**config.mk**
```make
export PLATFORM = sky130hd
export DESIGN_NAME = controlUnit
export DESIGN_NICKNAME = d
export VERILOG_FILES = /design/src/common/isaPkg.sv /design/src/common/ctrlPkg.sv /design/src/hdl/aluDecoder.sv /design/src/hdl/writeEnableGen.sv /design/src/hdl/branchCompare.sv /design/src/hdl/forwardUnit.sv /design/src/hdl/uartAccess.sv /design/src/control/mainDecoder.sv /design/src/control/controlUnit.sv
export SDC_FILE = /design/constraint.sdc
export NUM_CORES = 1
export LEC_CHECK = 0
export BUFFER_PORTS_ARGS = -buffer_cell sky130_fd_sc_hd__buf_2
export CORE_UTILIZATION = 32
export DETAILED_ROUTE_END_ITERATION = 8
export PLACE_DENSITY = 0.78
export SLEW_MARGIN = 30
export SYNTH_ARGS = -nofsm -noshare
export SYNTH_HDL_FRONTEND = slang
export SYNTH_SLANG_ARGS = --single-unit
```
**constraint.sdc**
```tcl
create_clock -name clk -period 1.59 [get_ports clk]
set_clock_uncertainty 0.05 [all_clocks]
set_input_delay 0.2385 -clock clk [delete_from_list [all_inputs] [get_ports clk]]
set_output_delay 0.2385 -clock clk [all_outputs]
set_load 0.005 [all_outputs]
```
**src/common/isaPkg.sv**
```systemverilog
package isaPkg;

	// instruction field sizes
	localparam int opWidth      = 6;
	localparam int functWidth   = 6;
	localparam int regAddrWidth = 5;
	localparam int xlen         = 32;

	// primary opcodes
	localparam logic [opWidth-1:0] opRtype  = 6'b000000;
	localparam logic [opWidth-1:0] opRegimm = 6'b000001;
	localparam logic [opWidth-1:0] opJ      = 6'b000010;
	localparam logic [opWidth-1:0] opJal    = 6'b000011;
	localparam logic [opWidth-1:0] opBeq    = 6'b000100;
	localparam logic [opWidth-1:0] opBne    = 6'b000101;
	localparam logic [opWidth-1:0] opBlez   = 6'b000110;
	localparam logic [opWidth-1:0] opBgtz   = 6'b000111;
	localparam logic [opWidth-1:0] opAddiu  = 6'b001001;
	localparam logic [opWidth-1:0] opSlti   = 6'b001010;
	localparam logic [opWidth-1:0] opSltiu  = 6'b001011;
	localparam logic [opWidth-1:0] opAndi   = 6'b001100;
	localparam logic [opWidth-1:0] opOri    = 6'b001101;
	localparam logic [opWidth-1:0] opXori   = 6'b001110;
	localparam logic [opWidth-1:0] opLui    = 6'b001111;
	localparam logic [opWidth-1:0] opLb     = 6'b100000;
	localparam logic [opWidth-1:0] opLh     = 6'b100001;
	localparam logic [opWidth-1:0] opLw     = 6'b100011;
	localparam logic [opWidth-1:0] opLbu    = 6'b100100;
	localparam logic [opWidth-1:0] opLhu    = 6'b100101;
	localparam logic [opWidth-1:0] opSb     = 6'b101000;
	localparam logic [opWidth-1:0] opSh     = 6'b101001;
	localparam logic [opWidth-1:0] opSw     = 6'b101011;

	// R-type function codes
	localparam logic [functWidth-1:0] fnSll  = 6'b000000;
	localparam logic [functWidth-1:0] fnSrl  = 6'b000010;
	localparam logic [functWidth-1:0] fnSra  = 6'b000011;
	localparam logic [functWidth-1:0] fnSllv = 6'b000100;
	localparam logic [functWidth-1:0] fnSrlv = 6'b000110;
	localparam logic [functWidth-1:0] fnSrav = 6'b000111;
	localparam logic [functWidth-1:0] fnJr   = 6'b001000;
	localparam logic [functWidth-1:0] fnJalr = 6'b001001;
	localparam logic [functWidth-1:0] fnAddu = 6'b100001;
	localparam logic [functWidth-1:0] fnSubu = 6'b100011;
	localparam logic [functWidth-1:0] fnAnd  = 6'b100100;
	localparam logic [functWidth-1:0] fnOr   = 6'b100101;
	localparam logic [functWidth-1:0] fnXor  = 6'b100110;
	localparam logic [functWidth-1:0] fnNor  = 6'b100111;
	localparam logic [functWidth-1:0] fnSlt  = 6'b101010;
	localparam logic [functWidth-1:0] fnSltu = 6'b101011;

	// low rt bit under REGIMM picks the branch
	localparam logic rtBltz = 1'b0;
	localparam logic rtBgez = 1'b1;

endpackage

```
**src/common/ctrlPkg.sv**
```systemverilog
package ctrlPkg;

	localparam int aluOpWidth = 4;

	// ALU operation codes
	localparam logic [aluOpWidth-1:0] aluAdd  = 4'd0;
	localparam logic [aluOpWidth-1:0] aluSub  = 4'd1;
	localparam logic [aluOpWidth-1:0] aluAnd  = 4'd2;
	localparam logic [aluOpWidth-1:0] aluOr   = 4'd3;
	localparam logic [aluOpWidth-1:0] aluXor  = 4'd4;
	localparam logic [aluOpWidth-1:0] aluNor  = 4'd5;
	localparam logic [aluOpWidth-1:0] aluSlt  = 4'd6;
	localparam logic [aluOpWidth-1:0] aluSltu = 4'd7;
	localparam logic [aluOpWidth-1:0] aluSll  = 4'd8;
	localparam logic [aluOpWidth-1:0] aluSrl  = 4'd9;
	localparam logic [aluOpWidth-1:0] aluSra  = 4'd10;
	localparam logic [aluOpWidth-1:0] aluLui  = 4'd11;
	// no meaningful operation
	localparam logic [aluOpWidth-1:0] aluXxx  = 4'd15;

	// partitions decoded on address bits 31..28
	// data memory is 0xx1
	localparam logic [3:0] dataPartMask   = 4'b1001;
	localparam logic [3:0] dataPartMatch  = 4'b0001;
	// instruction memory is 0x1x
	localparam logic [3:0] instrPartMask  = 4'b1010;
	localparam logic [3:0] instrPartMatch = 4'b0010;

	// memory-mapped UART registers
	localparam logic [31:0] uartCtrlAddr = 32'h80000000;
	localparam logic [31:0] uartRxAddr   = 32'h80000004;
	localparam logic [31:0] uartTxAddr   = 32'h80000008;

endpackage

```
**src/hdl/aluDecoder.sv**
```systemverilog
`timescale 1ns/1ps

module aluDecoder (
	input  logic [isaPkg::opWidth-1:0]     opcode,
	input  logic [isaPkg::functWidth-1:0]  funct,
	output logic [ctrlPkg::aluOpWidth-1:0] aluOp
);
	import isaPkg::*;
	import ctrlPkg::*;

	always_comb begin
		case (opcode)
			opRtype: begin
				case (funct)
					fnAddu, fnJr, fnJalr: aluOp = aluAdd;
					fnSubu:               aluOp = aluSub;
					fnAnd:                aluOp = aluAnd;
					fnOr:                 aluOp = aluOr;
					fnXor:                aluOp = aluXor;
					fnNor:                aluOp = aluNor;
					fnSlt:                aluOp = aluSlt;
					fnSltu:               aluOp = aluSltu;
					// variable shifts share the shift codes
					fnSll, fnSllv:        aluOp = aluSll;
					fnSrl, fnSrlv:        aluOp = aluSrl;
					fnSra, fnSrav:        aluOp = aluSra;
					default:              aluOp = aluXxx;
				endcase
			end
			opAddiu: aluOp = aluAdd;
			opSlti:  aluOp = aluSlt;
			opSltiu: aluOp = aluSltu;
			opAndi:  aluOp = aluAnd;
			opOri:   aluOp = aluOr;
			opXori:  aluOp = aluXor;
			opLui:   aluOp = aluLui;
			// address generation
			opLb, opLh, opLw, opLbu, opLhu,
			opSb, opSh, opSw: aluOp = aluAdd;
			default: aluOp = aluXxx;
		endcase
	end

endmodule

```
**src/hdl/writeEnableGen.sv**
```systemverilog
`timescale 1ns/1ps

module writeEnableGen #(
	parameter logic [3:0] partMask  = ctrlPkg::dataPartMask,
	parameter logic [3:0] partMatch = ctrlPkg::dataPartMatch
) (
	input  logic [isaPkg::opWidth-1:0] opcode,
	input  logic [1:0]                 byteOffset,
	input  logic [isaPkg::xlen-1:0]    addr,
	output logic [3:0]                 writeEn
);
	import isaPkg::*;

	logic inPartition;

	// top nibble selects the memory
	assign inPartition = ((addr[xlen-1:xlen-4] & partMask) == partMatch);

	always_comb begin
		writeEn = 4'b0000;
		if (inPartition) begin
			case (opcode)
				opSb: writeEn = 4'b0001 << byteOffset;
				// halfword lands on the low or high half
				opSh: writeEn = byteOffset[1] ? 4'b1100 : 4'b0011;
				opSw: writeEn = 4'b1111;
				default: writeEn = 4'b0000;
			endcase
		end
	end

endmodule

```
**src/hdl/branchCompare.sv**
```systemverilog
`timescale 1ns/1ps

module branchCompare (
	input  logic [isaPkg::opWidth-1:0] opcode,
	input  logic                       rtBit,
	input  logic [isaPkg::xlen-1:0]    rd1,
	input  logic [isaPkg::xlen-1:0]    rd2,
	output logic                       branchCtr
);
	import isaPkg::*;

	logic signed [xlen-1:0] rd1Signed;

	assign rd1Signed = $signed(rd1);

	always_comb begin
		case (opcode)
			opBeq:  branchCtr = (rd1 == rd2);
			opBne:  branchCtr = (rd1 != rd2);
			opBlez: branchCtr = (rd1Signed <= 0);
			opBgtz: branchCtr = (rd1Signed > 0);
			// bltz or bgez by the low rt bit
			opRegimm: branchCtr = (rtBit == rtBgez) ? (rd1Signed >= 0) : (rd1Signed < 0);
			default: branchCtr = 1'b0;
		endcase
	end

endmodule

```
**src/hdl/forwardUnit.sv**
```systemverilog
`timescale 1ns/1ps

module forwardUnit (
	input  logic [isaPkg::regAddrWidth-1:0] rsF,
	input  logic [isaPkg::regAddrWidth-1:0] rtF,
	input  logic [isaPkg::regAddrWidth-1:0] rsE,
	input  logic [isaPkg::regAddrWidth-1:0] rtE,
	input  logic [isaPkg::regAddrWidth-1:0] waM,
	input  logic                            regWriteM,
	output logic                            fwdAfromMtoE,
	output logic                            fwdBfromMtoE,
	output logic                            fwdAfromMtoF,
	output logic                            fwdBfromMtoF
);

	logic memWrites;

	// register zero is never forwarded
	assign memWrites = regWriteM && (waM != '0);

	assign fwdAfromMtoE = memWrites && (waM == rsE);
	assign fwdBfromMtoE = memWrites && (waM == rtE);
	assign fwdAfromMtoF = memWrites && (waM == rsF);
	assign fwdBfromMtoF = memWrites && (waM == rtF);

endmodule

```
**src/hdl/uartAccess.sv**
```systemverilog
`timescale 1ns/1ps

module uartAccess (
	input  logic [isaPkg::opWidth-1:0] opcode,
	input  logic [isaPkg::xlen-1:0]    addr,
	input  logic                       dataInReady,
	input  logic                       dataOutValid,
	input  logic [7:0]                 uartDataOut,
	output logic                       uartCtr,
	output logic [isaPkg::xlen-1:0]    uartCtrOut,
	output logic                       dataInValid,
	output logic                       dataOutReady
);
	import isaPkg::*;
	import ctrlPkg::*;

	logic isLoadWord;
	logic isStoreWord;
	logic ctrlHit;
	logic rxHit;

	assign isLoadWord  = (opcode == opLw);
	assign isStoreWord = (opcode == opSw);
	assign ctrlHit     = isLoadWord && (addr == uartCtrlAddr);
	assign rxHit       = isLoadWord && (addr == uartRxAddr);

	// load result comes from the UART, not data memory
	assign uartCtr = ctrlHit || rxHit;

	// receive byte consumed on read
	assign dataOutReady = rxHit;
	assign dataInValid  = isStoreWord && (addr == uartTxAddr);

	always_comb begin
		uartCtrOut = '0;
		if (ctrlHit) begin
			uartCtrOut = {{(xlen-2){1'b0}}, dataOutValid, dataInReady};
		end else if (rxHit) begin
			uartCtrOut = {{(xlen-8){1'b0}}, uartDataOut};
		end
	end

endmodule

```
**src/control/mainDecoder.sv**
```systemverilog
`timescale 1ns/1ps

module mainDecoder (
	input  logic                            clk,
	input  logic                            rstN,
	input  logic [isaPkg::opWidth-1:0]      opcodeF,
	input  logic [isaPkg::functWidth-1:0]   functF,
	input  logic [isaPkg::regAddrWidth-1:0] rtF,
	output logic                            memToReg,
	output logic                            regWrite,
	output logic                            extType,
	output logic                            aluSrc,
	output logic                            regDst,
	output logic                            jump,
	output logic                            jr,
	output logic                            jal,
	output logic                            jalr,
	output logic [isaPkg::opWidth-1:0]      opcodeE,
	output logic [isaPkg::functWidth-1:0]   functE,
	output logic                            rtBitE
);
	import isaPkg::*;

	// fetch stage control table
	always_comb begin
		memToReg = 1'b0;
		regWrite = 1'b0;
		extType  = 1'b0;
		aluSrc   = 1'b0;
		regDst   = 1'b0;
		jump     = 1'b0;
		jr       = 1'b0;
		jal      = 1'b0;
		jalr     = 1'b0;
		case (opcodeF)
			opRtype: begin
				regDst   = 1'b1;
				// jr writes no register
				regWrite = (functF != fnJr);
				jr       = (functF == fnJr);
				jalr     = (functF == fnJalr);
			end
			opLb, opLh, opLw, opLbu, opLhu: begin
				memToReg = 1'b1;
				aluSrc   = 1'b1;
				regWrite = 1'b1;
			end
			opSb, opSh, opSw: begin
				memToReg = 1'b1;
				aluSrc   = 1'b1;
			end
			opAddiu, opSlti, opSltiu, opLui: begin
				aluSrc   = 1'b1;
				regWrite = 1'b1;
			end
			opAndi, opOri, opXori: begin
				// logic immediates are zero-extended
				extType  = 1'b1;
				aluSrc   = 1'b1;
				regWrite = 1'b1;
			end
			opJ: begin
				jump = 1'b1;
			end
			opJal: begin
				jump     = 1'b1;
				jal      = 1'b1;
				regDst   = 1'b1;
				regWrite = 1'b1;
			end
			// branches and unknown opcodes leave everything low
			default: begin
			end
		endcase
	end

	// fetch to execute field register that resets to sll
	always_ff @(posedge clk) begin
		if (!rstN) begin
			opcodeE <= '0;
			functE  <= '0;
			rtBitE  <= 1'b0;
		end else begin
			opcodeE <= opcodeF;
			functE  <= functF;
			rtBitE  <= rtF[0];
		end
	end

endmodule

```
**src/control/controlUnit.sv**
```systemverilog
`timescale 1ns/1ps

module controlUnit (
	input  logic                              clk,
	input  logic                              rstN,
	// fetch stage fields
	input  logic [isaPkg::opWidth-1:0]        opcodeF,
	input  logic [isaPkg::functWidth-1:0]     functF,
	input  logic [isaPkg::regAddrWidth-1:0]   rsF,
	input  logic [isaPkg::regAddrWidth-1:0]   rtF,
	// execute and memory stage registers
	input  logic [isaPkg::regAddrWidth-1:0]   rsE,
	input  logic [isaPkg::regAddrWidth-1:0]   rtE,
	input  logic [isaPkg::regAddrWidth-1:0]   waM,
	input  logic                              regWriteM,
	input  logic [1:0]                        byteOffsetE,
	input  logic [isaPkg::xlen-1:0]           aluOutE,
	input  logic [isaPkg::xlen-1:0]           rd1Fwd,
	input  logic [isaPkg::xlen-1:0]           rd2Fwd,
	// UART status and data
	input  logic                              dataInReady,
	input  logic                              dataOutValid,
	input  logic [7:0]                        uartDataOut,
	// fetch controls
	output logic                              memToReg,
	output logic                              regWrite,
	output logic                              extType,
	output logic                              aluSrc,
	output logic                              regDst,
	output logic                              jump,
	output logic                              jr,
	output logic                              jal,
	output logic                              jalr,
	// execute controls
	output logic [ctrlPkg::aluOpWidth-1:0]    aluOp,
	output logic [3:0]                        dataMemWriteEn,
	output logic [3:0]                        instrMemWriteEn,
	output logic                              branchCtr,
	// forwarding
	output logic                              fwdAfromMtoE,
	output logic                              fwdBfromMtoE,
	output logic                              fwdAfromMtoF,
	output logic                              fwdBfromMtoF,
	// UART access
	output logic                              uartCtr,
	output logic [isaPkg::xlen-1:0]           uartCtrOut,
	output logic                              dataInValid,
	output logic                              dataOutReady
);
	import isaPkg::*;
	import ctrlPkg::*;

	logic [opWidth-1:0]    opcodeE;
	logic [functWidth-1:0] functE;
	logic                  rtBitE;

	mainDecoder mainDecoder_inst (
		.clk      (clk),
		.rstN     (rstN),
		.opcodeF  (opcodeF),
		.functF   (functF),
		.rtF      (rtF),
		.memToReg (memToReg),
		.regWrite (regWrite),
		.extType  (extType),
		.aluSrc   (aluSrc),
		.regDst   (regDst),
		.jump     (jump),
		.jr       (jr),
		.jal      (jal),
		.jalr     (jalr),
		.opcodeE  (opcodeE),
		.functE   (functE),
		.rtBitE   (rtBitE)
	);

	aluDecoder aluDecoder_inst (
		.opcode (opcodeE),
		.funct  (functE),
		.aluOp  (aluOp)
	);

	writeEnableGen #(
		.partMask  (dataPartMask),
		.partMatch (dataPartMatch)
	) dataWriteEn_inst (
		.opcode     (opcodeE),
		.byteOffset (byteOffsetE),
		.addr       (aluOutE),
		.writeEn    (dataMemWriteEn)
	);

	writeEnableGen #(
		.partMask  (instrPartMask),
		.partMatch (instrPartMatch)
	) instrWriteEn_inst (
		.opcode     (opcodeE),
		.byteOffset (byteOffsetE),
		.addr       (aluOutE),
		.writeEn    (instrMemWriteEn)
	);

	branchCompare branchCompare_inst (
		.opcode    (opcodeE),
		.rtBit     (rtBitE),
		.rd1       (rd1Fwd),
		.rd2       (rd2Fwd),
		.branchCtr (branchCtr)
	);

	forwardUnit forwardUnit_inst (
		.rsF          (rsF),
		.rtF          (rtF),
		.rsE          (rsE),
		.rtE          (rtE),
		.waM          (waM),
		.regWriteM    (regWriteM),
		.fwdAfromMtoE (fwdAfromMtoE),
		.fwdBfromMtoE (fwdBfromMtoE),
		.fwdAfromMtoF (fwdAfromMtoF),
		.fwdBfromMtoF (fwdBfromMtoF)
	);

	uartAccess uartAccess_inst (
		.opcode       (opcodeE),
		.addr         (aluOutE),
		.dataInReady  (dataInReady),
		.dataOutValid (dataOutValid),
		.uartDataOut  (uartDataOut),
		.uartCtr      (uartCtr),
		.uartCtrOut   (uartCtrOut),
		.dataInValid  (dataInValid),
		.dataOutReady (dataOutReady)
	);

endmodule

```
# Word-level counts from Yosys, hierarchy flattened
# Memory sizes are Yosys's and may differ from the RTL's. A register that Yosys moved wholly into a read port is not among the register bits.
# Index checks and enable logic that the tools add are counted.
# totals
regBits	7
romBits	256
in_bits	148
output_inout_bits	61
wordCells	97
memories	1
# op_classes
order_cmp	4
n_eq_ne	51
shifts	1
mux	19
reduce_logical	19
# mem_list
name	words	word_bits	read_ports	rd_ports_with_merged_regs	wr	line_no	source
(no name shown)	64	4	1	1	0	aluDecoder.sv:14	case (funct)
# op_table
cell	count
$eq 32x32->1 const B	3
$eq 6x4->1 const B	16
$eq 6x6->1 const B	16
$eq 32x32->1	1
$ge 32x1->1 const B	1
$gt 32x1->1 const B	1
$le 32x1->1 const B	1
$lt 32x1->1 const B	1
$mux 32	1
$ne 32x32->1	1
$pmux 4 s8	1
$eq 6x3->1 const B	4
$eq 5x5->1	4
$reduce_or 15->1	1
$reduce_or 13->1	1
$eq 6x2->1 const B	2
$logic_not 6->1	2
$mux 4	3
$pmux 4 s3	1
$mux 1	9
$reduce_or 9->1	1
$logic_and 1x1->1	8
$mux 8	1
$reduce_or 8->1	1
11 further kinds	13

# Logic depth before layout (Yosys ltp)
# depth
ltp_word	4
mapped_depth	9
depth_no_buf	8

# By module
# Synthesis repeated with hierarchy kept, for this count alone.
# hier_totals
hier_cells	322
area_unflattened_um2	2461.1
# by_module_without_submodules
module	n_inst	cells_each	area_per_inst_um2	seq_area_each_um2
branchCompare	1	70	543.0	0.0
mainDecoder	1	56	514.2	260.2
uartAccess	1	64	505.5	0.0
aluDecoder	1	71	464.2	0.0
forwardUnit	1	35	279.0	0.0
writeEnableGen	2	13	77.6	0.0

# Worst setup path after synthesis
# Ideal clock, no wire load.
# synth_timing
kind	input -> output
start	in aluOutE[16] (netlist name)
end	out uartCtrOut[2] (netlist name)
arrival_time_ns	1.372
required_ns	1.301
setup_slack_ns	-0.071
path_stages	5
path_cell_list	nor4_1 nand4_1 nor3_2 nor4b_4 and3_1
# synth_via
elab_chain_len	4
elab_cells_between_ends	6
cone_classes	eq/ne: 2; mux: 2; reduce/logical: 2
# synth_lines
element	line_no	source
from (decl)	controlUnit.sv:17	input logic [isaPkg::xlen-1:0] aluOutE,
$eq 32x32->1	uartAccess.sv:25	assign rxHit = isLoadWord && (addr == uartRxAddr);
$logic_and 1x1->1	uartAccess.sv:25	
$mux 8	uartAccess.sv:38	end else if (rxHit) begin
$mux 32 *	uartAccess.sv:36	if (ctrlHit) begin
to (decl)	controlUnit.sv:46	output logic [isaPkg::xlen-1:0] uartCtrOut,
# Every way passes the cells marked *; elsewhere a longest branch is shown, timed or not.

# Worst setup path after layout
# layout_timing
start	in aluOutE[27] (netlist name)
end	out uartCtrOut[2] (netlist name)
# Same word-level chain as after synthesis.

==> qor.csv <==
stage,metric,value,unit
outcome,status,"finished, violations left",
outcome,violations in the final reports,setup timing,
final_layout,Final Util,0.597,
logic_synthesis,top cell type's share of synthesized area,0.181,
logic_synthesis,multiplexer area fraction after synthesis,0.0101,
clocking,CTS tree,yes,
clocking,Root Driver,clkbuf_8,
logic_synthesis,Post-synth EDFFs,0,
sta,Max Slew Vio Count,0,
logic_synthesis,Post-synth ARST share,0,
logic_synthesis,Synth cell types,46,
critical_path,Crit Path Max Fanout,5,
sta,hold slack,0.193,ns
logic_synthesis,main combinational cell family by area after synthesis,simple AND/OR/NAND/NOR gates,
grt,GRT met3 Usage,0.0326,
logic_synthesis,Post-Synth Simple-Gate Area,0.357,
final_layout,area of the multi-input gates,1850,um^2
final_layout,FILL cells,534,
sta,count of final setup violators,27,
sta,Fin. Hold Viols,0,
clocking,Num Clock Sinks,11,
logic_synthesis,"flops & latches, synth",11,
grt,largest net degree at the start of global routing,11,
grt,"Remaining Overflow, GRT",0,
logic_synthesis,adder-cell share of the synthesized area,0.0126,
logic_synthesis,Synth Area in XOR/XNOR,0.246,
placed_design,post-DP HPWL,5910,um
final_layout,"commonest non-fill, non-tap cell in the layout",buf_2,
floorplanning,row count,28,
run,maxcap violations,0,
logic_synthesis,"Seq/Total Area, Yosys",0.111,
pwr,VDD IR max,0.237,mV
floorplanning,Die X,80.8,um
logic_synthesis,post-synthesis compound-gate area fraction,0.130,
critical_path,critical path class,input port to output port,
pwr,leakage power,1.76,nW
grt,busiest grt layer,met2,
final_layout,fin nets,640,
pwr,Power Dens Cells,370,nW/um^2
placed_design,Placed Cells,551,
route,drt first pass iters,4,
route,DRC Markers,0,
route,WL final,7630,um
grt,met1 GRT Util,0.234,
grt,gr usage total,0.203,
logic_synthesis,Synth area leaders,"xor2_1 18%, dfxtp_1 11%, buf_4 9.1%, nor4_1 8.8%, xnor2_1 5.7%",
sta,post-layout min period,1.97,ns
route,DRT iter0 DRCs,57,
logic_synthesis,Synth Flop Type,dfxtp_1,
placed_design,pre-CTS WS,-0.385,ns
critical_path,Crit. End Element,output port,
placed_design,Placer Congestion,0.896,
logic_synthesis,cell taking the most area after synthesis,xor2_1,
grt,grt met2 use,0.381,
grt,initial antenna violation count,0,
floorplanning,total core area,5960,um^2
route,vias per cell,4.89,
floorplanning,starting density of the core,0.333,
logic_synthesis,synthesized netlist cell count,281,
placed_design,port bufs,184,
grt,first-pass GRT wire length,10500,um
sta,Tcrit/Tclk final,1.24,
final_layout,register area,233,um^2
grt,number of global-route vias before repair,2442,
final_layout,"commonest non-fill, non-tap cells in the layout","167 x buf_2, 41 x xor2_1, 29 x buf_4, 24 x conb_1",
clocking,Clock Tree Buf Depth,2,
sta,fin worst setup slack,-0.375,ns
final_layout,share of layout cells above drive strength 1,0.554,
critical_path,worst path required time,1.30,ns
clocking,CTS Buf Count,3,
logic_synthesis,mapped cell area,1990,um^2
route,Antenna Nets Post-Route,0,
worst_hold_path,Worst Hold Class,input port to register,
logic_synthesis,Synth Warn #,0,
critical_path,Worst setup SP type,input port,
floorplanning,IO Count,209,
logic_synthesis,syn_area_per_cell,7.07,um^2
floorplanning,Die ar.,6520,um^2
final_layout,area delta synth->final,79.0,%
route,Via Count,2758,
sta,FMAX,509,MHz
clocking,clock transition at the registers of the reported paths,0.04,ns
final_layout,Layout Cells excl Fill,564,
floorplanning,die height,80.8,um
clocking,H-Tree Depth,1,
sta,RSZ-0062 raised after global routing,true,
final_layout,Inserted Diodes,0,
route,DR WL/cell,13.5,um
critical_path,critical path data arrival time,1.68,ns
final timing paths:
| kind | slack [ns] | startpoint | endpoint | cells past startpoint |
|---|---|---|---|---|
| setup / recovery | -0.38 | aluOutE[27] | uartCtrOut[2] | 8 |
| hold / removal | 0.19 | rtF[0] | mainDecoder_inst.rtBitE | 2 |
kinds of logic after synthesis:
group / after synthesis
adder cells (fa/ha/maj): 2
AND/OR/NAND/NOR: 121
other: 1
AO/OA/AOI/OAI: 44
multiplexers: 2
flip-flops: 11
buffers and inverters: 45
XOR/XNOR: 55
cells in the mapped netlist, types with 2 or more instances:
master / n
o21ai_1: 7
ha_1: 2
nand4_1: 7
inv_1: 8
o21ai_0: 12
and3_1: 8
clkbuf_1: 8
dfxtp_1: 11
o22ai_1: 3
nand3_1: 6
a22oi_1: 2
nand3b_1: 3
nor4b_1: 2
nor4_1: 28
buf_1: 3
a211oi_1: 2
mux2i_1: 2
buf_2: 2
nor2b_1: 3
nand2b_1: 6
xnor2_1: 13
nand2_1: 15
o21a_1: 3
buf_4: 24
nor3_1: 3
and2_1: 7
xor2_1: 41
nor2_1: 24
a21oi_1: 9
cell type report:
type / count / area share
Sequential cell: 11 / 0.0655
Tap cell: 75 / 0.0264
Inverter: 8 / 0.00845
Multi-Input combinational cell: 248 / 0.520
Timing Repair Buffer: 218 / 0.367
Clock buffer: 4 / 0.0127
repair_timing:
item / 4_1_cts / 5_1_grt
hold buffers: 0 / 0
pin swaps: 16 / 28
gates resized for setup: 42 / 38
setup endpoints to repair: 28 / 30
gates cloned: 0 / 1
buffers inserted: 4 / 5
through the flow:
| step | power [mW] | setup TNS (ns) | instance area [um^2] |
|---|---|---|---|
| 2_1_floorplan | 0.633 | -0.293 | 2110 |
| 3_3_place_gp | 0.922 | -3.66 | 3080 |
| 3_5_place_dp | 0.940 | -4.25 | 3080 |
| 4_1_cts | 1.26 | -3.80 | 3340 |
| 5_1_grt | 1.41 | -7.57 | 3550 |
| 6_report | 1.32 | -4.91 | 3550 |
critical path, stage by stage:
cell and delay (ns):
buf_6 0.10, nor4_4 0.26, nand4_1 0.14, nor3_2 0.24, nor4b_4 0.25, buf_2 0.19, and3_1 0.15, buf_2 0.11
per-layer routing:
metal	wire length [um]	vias up	part of all wire
met2	4150	109	0.54
met3	421	15	0.055
li1	-	1367	-
met1	2930	1267	0.38
met5	0	-	0
met4	120	0	0.016
power breakdown:
group | leakage, nW | switching (mW) | internal [mW] | total [mW]
Combinational | 1.65 | 0.356 | 0.379 | 0.736
Sequential | 0.0940 | 0.0175 | 0.295 | 0.312
Clock | 0.0228 | 0.0924 | 0.175 | 0.267
Total | 1.76 | 0.466 | 0.849 | 1.32
(Power assumes the default switching activity.)
